===== src/logic/dma_arb_pkg.sv =====
`default_nettype none

package dma_arb_pkg;

  // User regions
  localparam integer N_REGIONS = 4;
  localparam integer N_REGIONS_BITS = 2;

  // Request fields
  localparam integer VADDR_BITS = 32;
  localparam integer LEN_BITS = 16;
  localparam integer PID_BITS = 6;
  localparam integer DEST_BITS = 4;

  // Data path, 8 bytes per beat
  localparam integer DATA_BITS = 64;
  localparam integer BEAT_LOG_BITS = 3;
  localparam integer BLEN_BITS = LEN_BITS - BEAT_LOG_BITS;

  // Sequence queues
  localparam integer N_OUTSTANDING = 8;
  // Routing entry {ctl, region, beats-1}
  localparam integer SEQ_USER_BITS = 1 + N_REGIONS_BITS + BLEN_BITS;
  // Completion entry {host, stream, dest, region, pid}
  localparam integer SEQ_DONE_BITS = 1 + 1 + DEST_BITS + N_REGIONS_BITS + PID_BITS;

endpackage

`default_nettype wire

===== src/logic/dma_data_router.sv =====
`timescale 1ns/1ps
`default_nettype none

module dma_data_router (
  input  logic aclk,
  input  logic aresetn,

  // Routing sequence
  input  logic seq_valid,
  output logic seq_ready,
  input  logic [dma_arb_pkg::N_REGIONS_BITS-1:0] seq_region,
  input  logic [dma_arb_pkg::BLEN_BITS-1:0] seq_beats,

  // Engine beats
  input  logic beat_valid,
  output logic beat_ready,
  input  logic [dma_arb_pkg::DATA_BITS-1:0] beat_data,

  // Region data
  output logic [dma_arb_pkg::N_REGIONS-1:0] rd_valid,
  output logic [dma_arb_pkg::N_REGIONS-1:0] rd_last,
  output logic [dma_arb_pkg::DATA_BITS-1:0] rd_data
);

  logic [dma_arb_pkg::BLEN_BITS-1:0] cnt;
  logic xfer;
  logic is_last;

  // Beats only flow once the owner is known
  assign beat_ready = seq_valid;
  assign xfer = beat_valid && beat_ready;
  assign is_last = (cnt == seq_beats);

  // Final beat retires the routing entry
  assign seq_ready = xfer && is_last;

  // --------------------------------------------------
  // Beat counter and steering
  // --------------------------------------------------
  always_ff @(posedge aclk) begin
    if (!aresetn) begin
      cnt <= '0;
      rd_valid <= '0;
      rd_last <= '0;
    end else begin
      rd_valid <= '0;
      rd_last <= '0;
      if (xfer) begin
        rd_valid[seq_region] <= 1'b1;
        rd_last[seq_region] <= is_last;
        cnt <= is_last ? '0 : cnt + 1'b1;
      end
    end
  end

  // Shared data bus
  always_ff @(posedge aclk) begin
    if (xfer) begin
      rd_data <= beat_data;
    end
  end

  a_rd_onehot: assert property (@(posedge aclk) disable iff (!aresetn)
    $onehot0(rd_valid) && ((rd_last & ~rd_valid) == '0));

endmodule

`default_nettype wire


===== config.mk =====
export PLATFORM = sky130hd
export DESIGN_NAME = dma_data_router
export DESIGN_NICKNAME = d
export VERILOG_FILES = /design/src/logic/dma_arb_pkg.sv /design/src/logic/dma_data_router.sv
export SDC_FILE = /design/constraint.sdc
export NUM_CORES = 1
export LEC_CHECK = 0
export BUFFER_PORTS_ARGS = -buffer_cell sky130_fd_sc_hd__buf_4
export CORE_MARGIN = 4
export CORE_UTILIZATION = 44
export CTS_CLUSTER_SIZE = 30
export DETAILED_ROUTE_END_ITERATION = 8
export PLACE_DENSITY = 0.79
export SLEW_MARGIN = 0
export SYNTH_ARGS = -nofsm -noshare
export SYNTH_HDL_FRONTEND = slang
export SYNTH_SLANG_ARGS = --single-unit

===== constraint.sdc =====
create_clock -name aclk -period 3.9 [get_ports aclk]
set_clock_uncertainty 0.2 [all_clocks]
set_input_delay 0.78 -clock aclk [delete_from_list [all_inputs] [get_ports aclk]]
set_output_delay 0.78 -clock aclk [all_outputs]
set_load 0.02 [all_outputs]

Yosys cells after proc, flatten, opt, wreduce, memory -nomap -nowiden
Index checks and enable logic that the tools add are counted.
W data, S select, Z words.
{ "classes": {"magnitude_cmp": 2, "reduce_logical": 4, "addsub": 1, "bitwise_logic": 1, "n_mux": 3, "eq_ne": 1} }
{ "op_table": {"columns": ["operator", "count"], "rows": [
  ["$add A13 B1 Y13 const B", 1],
  ["$eq A13 B13 Y1", 1],
  ["$mux W13", 1],
  ["$and A4 B4 Y4", 1],
  ["$logic_and A1 B1 Y1", 3],
  ["$lt A2 B3 Y1 const B", 1],
  ["$demux W1 S2", 1],
  ["$ge A2 B1 Y1 const B", 1],
  ["$reduce_and A2 Y1", 1],
  ["$mux W1", 1]
]} }
{ "word_totals": {"output_inout_bits": 74, "register_bits": 85} }

Longest topological paths before layout
{ "depth": {"ltp_word": 5, "mapped_depth": 7} }

Worst setup path after synthesis
OpenSTA, ideal clock, no wires.
{ "synth_path": {"path_type": "input-to-reg", "from": "input port beat_valid", "to": "register rd_last[2] in the netlist's numbering", "slack_ps": 877, "n_path_buf": 0, "required_ps": 3620, "stages": 4, "setup_ps": 80, "arrival_ps": 2742, "cell_sequence": "nand2_1 inv_1 nand3_1 nor3_2"} }
{ "synth_between": {"elab_chain_cells": 2} }
{ "synth_rtl": {"columns": ["element", "line", "text"], "rows": [
  ["from (decl)", "dma_data_router.sv:15", "input logic beat_valid,"],
  ["$logic_and A1 B1 Y1", "dma_data_router.sv:31", "assign xfer = beat_valid && beat_ready;"],
  ["$reduce_and A2 Y1 (no line)", null, null],
  ["to (signal, indexed assignment)", "dma_data_router.sv:50", "rd_last[seq_region] <= is_last;"],
  ["to (decl)", "dma_data_router.sv:21", "output logic [dma_arb_pkg::N_REGIONS-1:0] rd_last,"]
]} }
Every way passes these cells.
A chain may end at the register's enable or synchronous reset.

Final worst setup path
{ "layout_path": {"from": "input port seq_beats[10] in the netlist's numbering", "to": "output port seq_ready"} }
{ "layout_between": {"elab_chain_cells": 2} }
{ "layout_rtl": {"columns": ["element", "line", "text"], "rows": [
  ["from (decl)", "dma_data_router.sv:12", "input logic [dma_arb_pkg::BLEN_BITS-1:0] seq_beats,"],
  ["$eq A13 B13 Y1", "dma_data_router.sv:32", "assign is_last = (cnt == seq_beats);"],
  ["$logic_and A1 B1 Y1", "dma_data_router.sv:35", "assign seq_ready = xfer && is_last;"],
  ["to (decl)", "dma_data_router.sv:10", "output logic seq_ready,"]
]} }
Every way passes these cells.

==> load_flow_metrics.sql <==
INSERT INTO impl_metrics (metric_group, metric, value, unit) VALUES
('outcome', 'outcome', 'completed', ''),
('global_route', 'antenna_violations_before_repair', '0', ''),
('pwr', 'static_leak', '1.83', 'nW'),
('clock_network', 'cts_root_buf', 'clkbuf_8', ''),
('yosys', 'synth.cells.most_frequent', 'edfxtp_1 (64), dfxtp_1 (21), nand2_1 (15), xor2_1 (15), nor2_1 (12)', ''),
('yosys', 'syn_avg_cell_area', '16.1', 'um2'),
('pwr', 'peakVddDrop', '0.175', 'mV'),
('yosys', 'synth-async-reset-ratio', '0', '%'),
('min_path', 'worst_hold_path_type', 'reg -> reg', ''),
('yosys', 'synth-edff-count', '64', ''),
('route', 'route.detailed.vias_per_inst', '4.89', ''),
('placement', 'pre_cts_slack', '0.900', 'ns'),
('layout', 'finalNonFillerCells', '429', ''),
('critical_path', 'critPathArrivalTime', '2.00', 'ns'),
('timing', 'finalHoldViolCount', '0', ''),
('placement', 'global_placement_routability_congestion', '0.789', ''),
('job', 'max_capacitance_violation_count', '0', ''),
('timing', 'post-route-min-period', '2.98', 'ns'),
('yosys', 'synthesis.area', '2960', 'um2'),
('layout', 'multi_input_comb_area', '571', 'um2'),
('critical_path', 'crit_type', 'in -> out', ''),
('die', 'num_io_pins', '157', ''),
('clock_network', 'post_cts_setup_inserts', '0', ''),
('die', 'die_area', '8100', 'um2'),
('pwr', 'power.density_cell_area', '432', 'nW/um2'),
('timing', 'rsz0062_at_grt', 'no', ''),
('route', 'tritonroute_pass_1_iters', '4', ''),
('clock_network', 'ctsHtreeMaxLevel', '3', ''),
('route', 'drt_iter0_markers', '73', ''),
('yosys', 'synth_seq_area_share', '79.2', '%'),
('layout', 'nets', '432', ''),
('route', 'route.detailed.wl_per_inst', '17.9', 'um'),
('clock_network', 'cts_resized', '0', ''),
('yosys', 'yosysUniqueCellTypes', '29', ''),
('layout', 'drive_gt1_share', '50.9', '%'),
('critical_path', 'maximum_fanout_along_the_worst_path', '16', ''),
('critical_path', 'startpoint_type', 'primary input', ''),
('critical_path', 'critPathRequiredTime', '2.92', 'ns'),
('placement', 'dp_hpwl', '5.97', 'mm'),
('global_route', 'grt_max_degree', '51', ''),
('timing', 'setup_violations', '0', ''),
('yosys', 'most_common_cell_in_the_synthesized_netlist', 'edfxtp_1', ''),
('yosys', 'synth_top_flop_cell', 'edfxtp_1', ''),
('min_path', 'holdCritStartpoint', 'cnt[1]', ''),
('route', 'total_wire_length_after_detailed_routing', '7.67', 'mm'),
('critical_path', 'worst_setup_path_startpoint', 'seq_beats[10]', ''),
('critical_path', 'regToRegStartpoint', 'cnt[2]', ''),
('yosys', 'yosysTopAreaCell', 'edfxtp_1', ''),
('global_route', 'global_route.overflow_total', '0', ''),
('route', 'antenna_left', '0', ''),
('die', 'start_util', '46.1', '%'),
('yosys', 'yosys_warnings', '0', ''),
('die', 'die_w', '90.0', 'um'),
('timing', 'post-route-period-util', '76.5', '%'),
('global_route', 'first_global_vias', '2007', ''),
('critical_path', 'nature_of_the_critical_path_endpoint', 'output pin', ''),
('clock_network', 'ctsLongestPathBuffers', '2', ''),
('clock_network', 'clock_latency_at_the_later_pin_of_the_worst_skew_pair', '0.33', 'ns'),
('clock_network', 'clkSinkCount', '85', ''),
('yosys', 'synth_largest_type_area_fraction', '64.9', '%'),
('yosys', 'netlist_top_cells_area', 'edfxtp_1 (65%), dfxtp_1 (14%), xor2_1 (4.4%), nand2_1 (1.9%), nand3_1 (1.7%)', ''),
('yosys', 'syn_nets', '268', ''),
('timing', 'timing.fmax', '335', 'MHz'),
('yosys', 'synthCells', '184', ''),
('global_route', 'grt_pass1_wl', '11.8', 'mm'),
('route', 'detail_route.drc_violations', '0', ''),
('yosys', 'synth_seq_cells', '85', ''),
('timing', 'hold_slack', '0.333', 'ns'),
('clock_network', 'cts_made_buffers', '9', ''),
('pwr', 'totalPowerFinal', '0.00191', 'W'),
('placement', 'post-place-cells', '414', '');
-- registers in the layout (all words and copies together), names as in the netlist --
| signal | count |
|---|---|
| rd_data | 64 |
| cnt | 13 |
| rd_valid | 4 |
| rd_last | 4 |
-- area by class of cell --
cell class              instances  area share (%)
clock buffers                  10            2.89
repair buffers                158            27.1
flip-flops and latches         85            53.0
inverters                       3           0.255
well taps                      77            2.18
clock inverters                 5            1.73
multi-input cells              91            12.9
-- worst paths after layout --
kind / slack (ns) / end / depth (start not counted)
min reg2reg: 0.33 / cnt[1] / 2
max reg2reg: 1.97 / cnt[9] / 6
max: 0.92 / seq_ready / 7
min: 0.33 / cnt[1] / 2
-- routing by layer --
layer  up-vias  track usage (%)  wire length, um
met2        99             31.7             3880
met3         6             6.26              627
met4         0             5.36               47
met1       998             23.5             3120
li1        995                -                -
met5         -                0                0
-- critical path, cell delays in order --
cell     delay, ns
buf_4         0.11
xor2_1        0.15
nor4_1        0.36
nand4_2       0.13
buf_4         0.21
nor2_1        0.10
buf_4         0.16
-- layout by cell type (no fill, tap or decap), drive strengths merged --
cell type,netlist,layout
nand3,12,12
inv,3,3
nand3b,1,1
nand2,15,15
a31oi,3,3
nor4,5,5
edfxtp,64,64
ha,1,1
a21boi,3,3
nor3b,1,1
nand4,1,1
clkinv,0,2
clkinvlp,0,1
xnor2,4,4
nor3,9,9
clkbuf,1,10
o21a,1,1
o21ai,3,3
nor2,12,12
a21oi,1,1
xor2,15,15
nand4b,1,1
nor2b,3,3
buf,4,158
bufinv,0,2
dfxtp,21,21
-- stage by stage --
stage	area, um2	util (%)
after floorplan	2960	-
after global placement	4220	65.7
after detailed placement	4220	65.7
after CTS	4420	68.9
after global routing	4420	68.9
final	4420	68.9
-- kinds of logic after synthesis --
kind of cell,synth area share (%)
xor gates and xnor gates,5.62
and+or+nand+nor,10.8
DFF,79.2
buffers and inverters,1.56
AOI/OAI and AO/OA,2.45
adders and majority gates,0.423
-- power by group --
| part | internal (W) | leakage [nW] | switching, W | total, W |
|---|---|---|---|---|
| sequential | 0.00102 | 0.770 | 0.0000145 | 0.00104 |
| clock | 0.000354 | 0.0998 | 0.000287 | 0.000641 |
| combinational | 0.000113 | 0.964 | 0.000117 | 0.000231 |
No activity file was read; power rests on OpenSTA's default activity.
