$ cat src/logic/dma_arb_pkg.sv
`default_nettype none

package dma_arb_pkg;

  // User regions
  localparam integer N_REGIONS = 4;
  localparam integer N_REGIONS_BITS = 2;

  // Request fields
  localparam integer VADDR_BITS = 32;
  localparam integer LEN_BITS = 16;
  localparam integer PID_BITS = 6;
  localparam integer DEST_BITS = 4;

  // Data path, 8 bytes per beat
  localparam integer DATA_BITS = 64;
  localparam integer BEAT_LOG_BITS = 3;
  localparam integer BLEN_BITS = LEN_BITS - BEAT_LOG_BITS;

  // Sequence queues
  localparam integer N_OUTSTANDING = 8;
  // Routing entry {ctl, region, beats-1}
  localparam integer SEQ_USER_BITS = 1 + N_REGIONS_BITS + BLEN_BITS;
  // Completion entry {host, stream, dest, region, pid}
  localparam integer SEQ_DONE_BITS = 1 + 1 + DEST_BITS + N_REGIONS_BITS + PID_BITS;

endpackage

`default_nettype wire
$ cat src/logic/dma_read_engine.sv
`timescale 1ns/1ps
`default_nettype none

module dma_read_engine (
  input  logic aclk,
  input  logic aresetn,

  // Granted request
  input  logic eng_req_valid,
  output logic eng_req_ready,
  input  logic [dma_arb_pkg::VADDR_BITS-1:0] eng_vaddr,
  input  logic [dma_arb_pkg::LEN_BITS-1:0] eng_len,
  input  logic eng_ctl,
  output logic eng_done,

  // Beat stream
  output logic beat_valid,
  input  logic beat_ready,
  output logic [dma_arb_pkg::DATA_BITS-1:0] beat_data
);

  logic busy;
  logic ctl_q;
  logic accept;
  logic last_xfer;
  logic [dma_arb_pkg::LEN_BITS-1:0] len_m1;
  // Word address with the low byte bits dropped
  logic [dma_arb_pkg::VADDR_BITS-dma_arb_pkg::BEAT_LOG_BITS-1:0] waddr;
  logic [dma_arb_pkg::BLEN_BITS-1:0] rem;

  assign eng_req_ready = !busy;
  assign accept = eng_req_valid && eng_req_ready;
  assign len_m1 = eng_len - 1'b1;

  assign beat_valid = busy;
  assign last_xfer = beat_valid && beat_ready && (rem == '0);

  // Host memory model where each word holds its own aligned address
  assign beat_data = {{(dma_arb_pkg::DATA_BITS - dma_arb_pkg::VADDR_BITS){1'b0}},
                      waddr, {dma_arb_pkg::BEAT_LOG_BITS{1'b0}}};

  // --------------------------------------------------
  // Burst control
  // --------------------------------------------------
  always_ff @(posedge aclk) begin
    if (!aresetn) begin
      busy <= 1'b0;
      ctl_q <= 1'b0;
      rem <= '0;
      eng_done <= 1'b0;
    end else begin
      // Done one cycle after the final beat of a ctl request
      eng_done <= last_xfer && ctl_q;
      if (accept) begin
        busy <= 1'b1;
        ctl_q <= eng_ctl;
        rem <= len_m1[dma_arb_pkg::LEN_BITS-1:dma_arb_pkg::BEAT_LOG_BITS];
      end else if (beat_valid && beat_ready) begin
        if (rem == '0) begin
          busy <= 1'b0;
        end else begin
          rem <= rem - 1'b1;
        end
      end
    end
  end

  // Word address steps once per beat
  always_ff @(posedge aclk) begin
    if (accept) begin
      waddr <= eng_vaddr[dma_arb_pkg::VADDR_BITS-1:dma_arb_pkg::BEAT_LOG_BITS];
    end else if (beat_valid && beat_ready) begin
      waddr <= waddr + 1'b1;
    end
  end

  // No new burst while beats of the last one remain
  a_no_accept_busy: assert property (@(posedge aclk) disable iff (!aresetn)
    accept |-> (rem == '0));

endmodule

`default_nettype wire

$ cat config.mk
export PLATFORM = sky130hd
export DESIGN_NAME = dma_read_engine
export DESIGN_NICKNAME = d
export VERILOG_FILES = /design/src/logic/dma_arb_pkg.sv /design/src/logic/dma_read_engine.sv
export SDC_FILE = /design/constraint.sdc
export NUM_CORES = 1
export LEC_CHECK = 0
export ABC_CLOCK_PERIOD_IN_PS = 5100
export BUFFER_PORTS_ARGS = -buffer_cell sky130_fd_sc_hd__buf_2
export CORE_MARGIN = 5
export CORE_UTILIZATION = 50
export DETAILED_ROUTE_END_ITERATION = 6
export PLACE_DENSITY = 0.82
export RECOVER_POWER = 50
export SYNTH_ARGS = -nofsm -noshare
export SYNTH_HDL_FRONTEND = slang
export SYNTH_SLANG_ARGS = --single-unit
$ cat constraint.sdc
create_clock -name aclk -period 5.1 [get_ports aclk]
set_input_delay 1.02 -clock aclk [delete_from_list [all_inputs] [get_ports aclk]]
set_output_delay 1.02 -clock aclk [all_outputs]
set_load 0.01 [all_outputs]
**Word-level counts from Yosys, hierarchy flattened**

Index checks and enable logic that the tools add are counted.

- Output and inout bits: 67
- Register bits: 45
- Input port bits: 53

- Mux-type cells: 8
- $add $sub $neg: 3
- Reduce and logical (&&, ||, !) cells: 10
- Equal/unequal tests: 1

Operator list:

| cell | number |
|---|---|
| two-way mux 29 bit | 2 |
| two-way mux 13 bit | 3 |
| adder 29 x 1 -> 29 bit (second input constant) | 1 |
| subtractor 16 x 1 -> 16 bit (second input constant) | 1 |
| logical NOT 13 bit | 1 |
| subtractor 13 x 1 -> 13 bit (second input constant) | 1 |
| logical AND 1 bit | 4 |
| AND reduction 2 bit | 2 |
| nonzero test 2 bit | 2 |
| two-way mux 1 bit | 3 |
| != test 2 bit (second input constant) | 1 |
| logical NOT 1 bit | 1 |

**Depth between registers and ports, before layout**

Gate-level depths: netlist of run 1.

- Depth in word-level cells: 4
- Depth in mapped cells: 7
- Mapped depth without buffers: 7

**Worst setup path after synthesis of run 1**

No wires, ideal clock.

- Path type: input to register
- Start point: input eng_req_valid
- End point: register waddr[0] (netlist bit), enable pin
- Data arrival time: 2.274 ns
- Setup slack: 2.368 ns
- Path buffers: 2
- Cell stages on the path: 4
- Path through: nand2_1 clkbuf_1 clkbuf_1 nand2_1

- Cells in the longest elaborated chain, start to end: 2

Ends and longest elaborated chain:

| element | RTL line | RTL |
|---|---|---|
| start: declaration | dma_read_engine.sv:9 | `input logic eng_req_valid,` |
| logical AND 1 bit | dma_read_engine.sv:32 | `assign accept = eng_req_valid && eng_req_ready;` |
| nonzero test 2 bit (no line) | n/a |  |
| end signal: assignment | dma_read_engine.sv:71 | `waddr <= eng_vaddr[dma_arb_pkg::VADDR_BITS-1:dma_arb_pkg::BEAT_LOG_BITS];` |
| end signal: assignment | dma_read_engine.sv:73 | `waddr <= waddr + 1'b1;` |
| end: declaration | dma_read_engine.sv:28 | `logic [dma_arb_pkg::VADDR_BITS-dma_arb_pkg::BEAT_LOG_BITS-1:0] waddr;` |

No other way between the ends.
A chain may end at the register's enable or synchronous reset.

**Worst setup path in the final report of run 1**

- Start point: register rem[6] (netlist bit)
- End point: register rem[9] (netlist bit)

- Cells in the longest elaborated chain, start to end: 4
- Elaborated cells on any way between the ends: 7
- Classes of those cells: add/sub: 1; eq/ne: 1; mux: 3; reduce/logical: 2

Ends and longest elaborated chain:

| element | RTL line | RTL |
|---|---|---|
| start: declaration | dma_read_engine.sv:29 | `logic [dma_arb_pkg::BLEN_BITS-1:0] rem;` |
| start signal: assignment | dma_read_engine.sv:57 | `rem <= len_m1[dma_arb_pkg::LEN_BITS-1:dma_arb_pkg::BEAT_LOG_BITS];` |
| start signal: assignment | dma_read_engine.sv:62 | `rem <= rem - 1'b1;` |
| subtractor 13 x 1 -> 13 bit | dma_read_engine.sv:62 |  |
| two-way mux 13 bit | dma_read_engine.sv:59 | `if (rem == '0) begin` |
| two-way mux 13 bit | dma_read_engine.sv:58 | `end else if (beat_valid && beat_ready) begin` |
| two-way mux 13 bit | dma_read_engine.sv:54 | `if (accept) begin` |

Several ways; a longest one is shown, not always the timed one. The select of a mux whose other input is x is not followed.

==> results of run 1 <==
[cells in the final DEF, fill, tap and decap left out, types with 10 or more instances in the layout]
cell type  Yosys  layout
xor2_1        24      24
a21oi_1       14      14
nand4_1       11      11
nor2_1        16      16
o21ai_0       22      24
nor3_1        10      10
clkbuf_1      11      34
conb_1         1      35
buf_2          1      47
nand3_1       16      16
nand2_1       42      42
xnor2_1       11      11
edfxtp_1      29      29
dfxtp_1       16      16
[logic make-up after synthesis]
kind of cell	Yosys count
and+or+nand+nor	135
AOI/OAI and AO/OA	70
muxes	1
xor gates and xnor gates	35
other	1
adders and majority gates	3
DFF	45
buffers and inverters	55
[per-layer routing]
layer,routed length [µm],vias up,global-route usage
met1,2922,1211,0.2114
met5,0,-,0
met3,527,2,0.03166
met2,3660,87,0.3192
met4,25,0,0.03434
li1,-,1334,-
[registers in the layout, indices dropped and copies added, names as in the netlist]
signal	flops
beat_valid	1
eng_done	1
rem	13
ctl_q	1
waddr	29
[path summary, 6_finish.rpt]
path,depth (start not counted),slack [ns],to
setup reg to reg,5,2.46,rem[9]
setup / recovery,5,2.46,rem[9]
hold reg to reg,2,0.46,ctl_q
hold / removal,2,0.46,ctl_q
[worst min-delay path: cells and delay by family (launching register included)]
family             cells  cell delay (ns)
AOI/OAI and AO/OA      1             0.05
DFF                    1             0.31
and+or+nand+nor        1             0.05
[stage by stage]
stage	instance area, µm²	worst slack (ns)	hold slack (ns)
global placement	3416	2.263	0.4403
floorplan	3222	2.368	0.4323
finish	3452	2.456	0.4611
CTS	3520	2.488	0.4625
global route	3452	2.203	0.4782
detailed placement	3416	2.188	0.4514
[cell type report]
cell class | instances | area, µm²
inverter | 7 | 26.28
timing repair buffer | 82 | 370.4
clock inverter | 2 | 35.03
multi-input combinational | 279 | 1667
clock buffer | 5 | 68.82
tap | 75 | 93.84
sequential | 45 | 1191
fill | 564 | 2504
[power groups by stage]
stage	Combinational, W	Clock [W]	Sequential (W)
CTS	0.000232	0.000265	0.000479
finish	0.000218	0.000259	0.000481
floorplan	0.000159	0	0.000492
detailed placement	0.000230	0	0.000488
global placement	0.000225	0	0.000485
global route	0.000245	0.000282	0.000487
==> flow_summary.toml, run 1 <==
[final_layout]
post_layout_nonfiller_instances = 495
diodes = 0
final_core_util = 0.5796
layout-drive-gt1-share = 0.1571
fin_nets = 476
area_delta_synth_final_pct = 11.56

[die]
rows = 28
die_x_um = 88.67
start_util = 0.5195
die_y_um = 88.67
io_pins = 120
dieArea_um2 = 7861
coreArea_um2 = 5956

[synthesis]
yosysTopAreaCellShare = 0.2814
avgSynthCellArea_um2 = 8.969
yosys.area_share.xor_xnor = 0.09907
ys_ff_latch = 45
synth_simple_gate_area_frac = 0.2450
synth_compound_area_frac = 0.1423
synth_cells = 345
async_flop_share = 0
synth_commonest_cells = "42 x nand2_1, 35 x buf_4, 29 x edfxtp_1"
synth_top_flop_cell = "edfxtp_1"
synth.most_common_cell = "nand2_1"
synth_top_family_by_area = "simple AND/OR/NAND/NOR gates"
syn_area_um2 = 3094
yosysTopAreaCell = "edfxtp_1"
yosysSeqAreaShare = 0.3850
synth-edff-count = 29
synth_fa_ha_area_frac = 0.01213
yosys_warnings = 0
synthMuxAreaShare = 0.003235
netlist_top_cells_area = "edfxtp_1 28%, dfxtp_1 10%, buf_4 8.5%"
synth.distinct_cells = 51

[clocking]
cts_setup_buffers = 0
clk_pin_slew_ns = 0.08
numCtsBuffers = 5
cts.sinks = 45
clock_latency_ns = 0.29
htreeDepth = 2
ctsHoldBuffers = 0
post_cts_resize_count = 0
cts_tree = "built"
root_buffer = "clkbuf_8"
clockBufferDepth = 2

[sta]
drv_slew = 0
finalSetupTns_ns = 0
timing.final.crit_share = 0.5185
worst_pin_slew_ns = 1.277
max_freq_mhz = 378.2
clock_skew_ns = 0.006914
slew_headroom = 0.1409
min_period_ns = 2.644
setup_viol_count_final = 0
hold_viol = 0
rsz0062_at_grt = "no"

[pwr]
p_clk_frac = 0.271
intPower_w = 0.0006636
seqPwrFrac = 0.501
switching_share = 0.3079
comb_power_share = 0.228
cellPowerDensity_nw_per_um2 = 277.7
p_leak_nw = 1.289
ir_worst_vdd_mv = 0.1580
finalPower_w = 0.0009587
p_sw_w = 0.0002951

[route]
drc = 0
routed_wl_um = 7136
post_drt_wl_per_cell_um = 14.42
vias_per_cell = 5.321
ant_nets = 0
drt-initial-drc-count = 141
vias = 2634
firstDrtPassIters = 4

[setup_path]
endpoint_kind = "flip-flop"
cpMaxStageDelayCell = "nor4_1"
path_buf_inv = 0
cpLargestDelayFamily = "simple AND/OR/NAND/NOR gates"
critPathMaxFanout = 7
worstPathCellList = "or4_1, nor4_1, nor4_1, a221oi_1, o31a_1"
cpMostUsedCell = "nor4_1"
required_ns = 5.33
cpPeakStageDelay_ns = 0.93
worst_setup_path_start_kind = "flip-flop"
rr_startpoint = "rem[6]"
critPathArrivalTime_ns = 2.88
path_class = "reg -> reg"
cp-startpoint = "rem[6]"

[global_routing]
grt_pass1_wl_um = 10970
grt_antenna_before_repair = 0
grt_pass1_vias = 2432
grt_use_total = 0.1737
grt_max_degree = 57
overflow = 0

[min_path]
hold_class = "reg -> reg"
hp-start = "ctl_q"

[run_status]
status = "finished clean"

[placement]
globalplace.congestion = 0.8638
dp_hpwl_um = 5366
place_inst = 488
portBuffers = 81

[job]
maxCapViolations = 0
Note: power is estimated with default switching activity, not from simulation.
==> run 2, diff against run 1 <==
ABC_AREA = 1   (was unset)
ABC_CLOCK_PERIOD_IN_PS = 2500   (was 5100)
PLACE_DENSITY = 0.8   (was 0.82)
clock period = 2.5 ns   (was 5.1 ns; I/O delays follow)
==> flow_summary.toml, run 2 <==
[die]
coreArea_um2 = 6794
die_x_um = 93.50
dieArea_um2 = 8741
rows = 30
die_y_um = 93.50
start_util = 0.5131
io_pins = 120

[route]
ant_nets = 0
firstDrtPassIters = 4
drc = 0
drt-initial-drc-count = 127
vias = 3458
post_drt_wl_per_cell_um = 12.08
vias_per_cell = 4.857
routed_wl_um = 8598

[synthesis]
async_flop_share = 0
synth_commonest_cells = "176 x nand2_1, 89 x nor2_1, 45 x inv_1"
synth.distinct_cells = 35
synth_top_flop_cell = "edfxtp_1"
yosys_warnings = 0
synth_cells = 536
yosysTopAreaCellShare = 0.2498
synth.most_common_cell = "nand2_1"
yosysTopAreaCell = "edfxtp_1"
netlist_top_cells_area = "edfxtp_1 25%, nand2_1 19%, nor2_1 9.6%"
ys_ff_latch = 45
avgSynthCellArea_um2 = 6.503
syn_area_um2 = 3486
synth-edff-count = 29
yosysSeqAreaShare = 0.3417

[sta]
clock_skew_ns = 0.01241
hold_viol = 0
min_period_ns = 2.061
timing.final.crit_share = 0.8246
drv_slew = 0
slew_headroom = 0.4577
max_freq_mhz = 485.1
setup_viol_count_final = 0
worst_pin_slew_ns = 0.8135
rsz0062_at_grt = "no"
finalSetupTns_ns = 0

[clocking]
clockBufferDepth = 2
clk_pin_slew_ns = 0.09
htreeDepth = 2
numCtsBuffers = 5
cts.sinks = 45
ctsHoldBuffers = 0
root_buffer = "clkbuf_8"
clock_latency_ns = 0.31
post_cts_resize_count = 0
cts_setup_buffers = 0
cts_tree = "built"

[job]
maxCapViolations = 0

[final_layout]
final_cell_mix = "176 x nand2_1, 89 x nor2_1, 49 x buf_2, 45 x inv_1, 38 x nand3_1"
fin_nets = 671
reg_top3 = "waddr: 29 flops, rem: 13 flops"
layout-drive-gt1-share = 0.1201
regMostFlops = "waddr"
post_layout_nonfiller_instances = 712
diodes = 0
area_delta_synth_final_pct = 11.63
fill_cells = 685
final_area_um2 = 3891
largest_reg_flops = 29
final_core_util = 0.5727
final_common_cell = "nand2_1"

[setup_path]
cpLargestDelayFamily = "buffers and inverters"
worstPathCellList = "inv_1, nand2_1, clkbuf_2, nand2_2, clkinv_2, nand2_1, a21oi_1"
path_class = "reg -> reg"
cpPeakStageDelay_ns = 0.63
path_depth = 7
required_ns = 2.73
critPathMaxFanout = 39
worst_setup_path_start_kind = "flip-flop"
endpoint_kind = "flip-flop"
cpMaxStageDelayCell = "clkbuf_2"
path_buf_inv = 3
critPathArrivalTime_ns = 2.29
cpMostUsedCell = "nand2_1"
r2r_cells = 7

[placement]
dp_hpwl_um = 6734
place_inst = 704
globalplace.congestion = 0.9093
portBuffers = 81
placed_area_um2 = 3859

[global_routing]
grt_util_met2 = 0.3580
grt_antenna_before_repair = 0
grt_use_total = 0.1932
grtUsageMet1 = 0.2208
overflow = 0
grt_pass1_wl_um = 13810
top_usage_layer = "met2"
grt_pass1_vias = 3171
grt_max_degree = 40
grtUsageMet3 = 0.03379

[min_path]
hold_class = "in -> reg"
hold_path_depth = 3

[pwr]
ir_worst_vdd_mv = 0.2614
finalPower_w = 0.002066
cellPowerDensity_nw_per_um2 = 531.0
p_leak_nw = 1.788

[run_status]
status = "finished clean"
run 2: changes by cell type in the layout (fill, tap and decap cells not counted), moves of 4 or more:
cell and change:
nor2_2 +4, nand4_1 -6, or4_1 -6, nand2_1 +134
nor4_1 -4, nor2_1 +73, nand3_1 +22, or3_1 -6
o31ai_1 -5, o21a_1 -6, inv_1 +38, xor2_1 -18
nor3_1 -5, xnor2_1 -5
run 2: worst register-to-register path: stages (launching register included):
cell and delay, ns:
dfxtp_1 0.38, inv_1 0.07, nand2_1 0.07, clkbuf_2 0.63, nand2_2 0.36, clkinv_2 0.23
nand2_1 0.08, a21oi_1 0.16
run 2: kinds of logic (layout without fill, tap and decap cells):
kind of cell,after synthesis,count (layout),synth area share
adders and majority gates,3,3,0.01077
and+or+nand+nor,330,330,0.3941
DFF,45,45,0.3417
other,1,35,0.001076
buffers and inverters,93,139,0.1414
xor gates and xnor gates,12,12,0.03015
AOI/OAI and AO/OA,52,52,0.08076
run 2: final timing paths:
check / start / to / slack, ns
hold / removal: eng_ctl / ctl_q / 0.44
setup reg to reg: beat_valid / rem[7] / 0.44
setup / recovery: beat_valid / rem[7] / 0.44
hold reg to reg: ctl_q / eng_done / 0.45
run 2: report_power, final:
group	switching, W	total, W	internal [W]
Clock	0.000277	0.000476	0.000199
Sequential	0.0000986	0.000997	0.000898
Combinational	0.000385	0.000593	0.000208
Total	0.000761	0.00207	0.00130
run 2: area by class of cell:
| class | instances | area (µm²) | share of cell area |
|---|---|---|---|
| clock inverters | 3 | 21.27 | 0.005466 |
| inverters | 47 | 177.7 | 0.04566 |
| repair buffers | 84 | 382.9 | 0.09839 |
| well taps | 96 | 120.1 | 0.03087 |
| flip-flops and latches | 45 | 1191 | 0.3061 |
| multi-input cells | 432 | 1929 | 0.4958 |
| clock buffers | 5 | 68.82 | 0.01768 |
run 2: through the flow:
| step | setup slack [ns] | hold WS (ns) |
|---|---|---|
| 5_1_grt | 0.2724 | 0.4416 |
| 2_1_floorplan | 0.4104 | 0.4205 |
| 4_1_cts | 0.6223 | 0.4409 |
| 3_5_place_dp | 0.6434 | 0.4390 |
| 3_3_place_gp | 0.6534 | 0.4345 |
| 6_report | 0.4385 | 0.4399 |
run 2: per-layer routing:
| metal | wire length [µm] | share of wire | up-vias |
|---|---|---|---|
| li1 | - | - | 1803 |
| met1 | 3483 | 0.41 | 1530 |
| met2 | 4369 | 0.51 | 104 |
| met3 | 561 | 0.065 | 21 |
| met4 | 183 | 0.021 | 0 |
| met5 | 0 | 0 | - |
==> run 3, diff against run 2 <==
ABC_AREA = 0   (was 1)
ABC_CLOCK_PERIOD_IN_PS = 1700   (was 2500)
CORE_UTILIZATION = 45   (was 50)
PLACE_DENSITY = 0.78   (was 0.8)
clock period = 1.7 ns   (was 2.5 ns; I/O delays follow)
==> flow_summary.toml, run 3 (synthesis gave the netlist of run 1 again) <==
[sta]
max_freq_mhz = 513.5
min_period_ns = 1.947
clock_skew_ns = 0.01209
setup_viol_count_final = 20
worst_pin_slew_ns = 0.5736
hold_viol = 0
drv_slew = 0
slew_headroom = 0.6167
finalWorstSetupSlack_ns = -0.2473
rsz0062_at_grt = "yes"
timing.final.crit_share = 1.145
finalSetupTns_ns = -2.037

[final_layout]
final_cell_mix = "66 x buf_2, 54 x buf_4, 40 x nand2_1, 35 x conb_1, 31 x clkbuf_1"
fin_nets = 555
fill_cells = 590
diodes = 0
final_area_um2 = 4350
reg_top3 = "waddr: 29 flops, rem: 13 flops"
largest_reg_flops = 29
area_delta_synth_final_pct = 40.60
regMostFlops = "waddr"
layout-drive-gt1-share = 0.3880
final_common_cell = "buf_2"
final_core_util = 0.6439

[route]
drt-initial-drc-count = 80
ant_nets = 0
drc = 0
vias = 2961
routed_wl_um = 8352
post_drt_wl_per_cell_um = 14.40
firstDrtPassIters = 4
vias_per_cell = 5.105

[setup_path]
cp-startpoint = "rem[9]"
endpoint_kind = "flip-flop"
critPathMaxFanout = 6
critPathArrivalTime_ns = 2.20
worst_setup_path_start_kind = "flip-flop"
path_class = "reg -> reg"
required_ns = 1.95
cpMaxStageDelayCell = "or4_4"
path_buf_inv = 1
cpPeakStageDelay_ns = 0.57
rr_startpoint = "rem[9]"
worstPathCellList = "or4_4, or3_4, buf_6, o21ai_4, mux2i_1, a31o_1"
cpLargestDelayFamily = "simple AND/OR/NAND/NOR gates"

[pwr]
cellPowerDensity_nw_per_um2 = 765.6
finalPower_w = 0.003331
ir_worst_vdd_mv = 0.3656
p_leak_nw = 1.750

[die]
die_x_um = 92.92
rows = 30
coreArea_um2 = 6756
io_pins = 120
die_y_um = 92.92
dieArea_um2 = 8634
start_util = 0.4580

[global_routing]
grt_antenna_before_repair = 0
grt_use_total = 0.1818
grt_pass1_wl_um = 12900
grt_max_degree = 46
grt_pass1_vias = 2885
overflow = 0

[clocking]
clock_latency_ns = 0.30
numCtsBuffers = 5
clk_pin_slew_ns = 0.09
clockBufferDepth = 2
root_buffer = "clkbuf_8"
cts_tree = "built"
htreeDepth = 2
cts.sinks = 45

[job]
maxCapViolations = 0

[placement]
place_worst_setup_slack_ns = -0.3978
dp_hpwl_um = 6059
portBuffers = 81
placed_area_um2 = 3949
globalplace.congestion = 0.9118

[min_path]
hp-start = "eng_ctl"
hold_class = "in -> reg"

[run_status]
status = "finished with violations"
violations = "negative setup slack"
==> run 3: cell types whose count changed in the layout (fill, tap and decap cells not counted), sizes merged, moves of 7 or more <==
cell and change:
nand3 -24, buf +77, nand2 -135, or4 +9, or3 +7, nor2 -79
xor2 +18, inv -40
==> run 3: path summary, 6_finish.rpt <==
check        slack (ns)  endpoint  depth (start not counted)
max               -0.25   rem[10]                          6
min                0.28     ctl_q                          3
max reg2reg       -0.25   rem[10]                          6
min reg2reg        0.46     ctl_q                          2
==> run 3: per-stage QoR <==
stage                     hold slack [ns]  std cells
after floorplan                    0.4323        379
after global placement             0.4401        556
after detailed placement           0.4482        556
after CTS                          0.2668        571
after global routing               0.2936        580
final                              0.2758        580
==> run 3: timing repair <==
action | in CTS | in global routing
hold buffers | 0 | 0
endpoints found under the setup margin | 22 | 58
resized for setup | 25 | 33
buffers inserted | 7 | 10
pin swaps | 10 | 24
==> run 3: layer usage <==
layer / GRT usage / routed length [µm] / vias to the layer above
met4: 0.03541 / 70 / 0
met5: 0 / 0 / -
met2: 0.3335 / 4243 / 85
li1: - / - / 1498
met1: 0.2206 / 3550 / 1369
met3: 0.03493 / 487 / 9
==> run 3: worst reg2reg max path: stages (launching register included) <==
cell and delay, ns:
dfxtp_2 0.33, or4_4 0.57, or3_4 0.41, buf_6 0.14, o21ai_4 0.11, mux2i_1 0.24, a31o_1 0.12
==> run 3: area by class of cell <==
| cell class | count | area (µm²) | area share |
|---|---|---|---|
| clock inverters | 2 | 37.54 | 0.008628 |
| well taps | 80 | 100.1 | 0.02301 |
| flip-flops and latches | 45 | 1197 | 0.2752 |
| clock buffers | 6 | 82.58 | 0.01898 |
| inverters | 7 | 26.28 | 0.006040 |
| repair buffers | 161 | 959.7 | 0.2206 |
| multi-input cells | 279 | 1947 | 0.4475 |
==> run 3: power by group <==
group | switching (W) | total, W | internal, W | leakage, nW
Clock | 0.000379 | 0.000857 | 0.000478 | 0.0574
Combinational | 0.000603 | 0.00108 | 0.000476 | 1.28
Sequential | 0.0000844 | 0.00139 | 0.00131 | 0.417
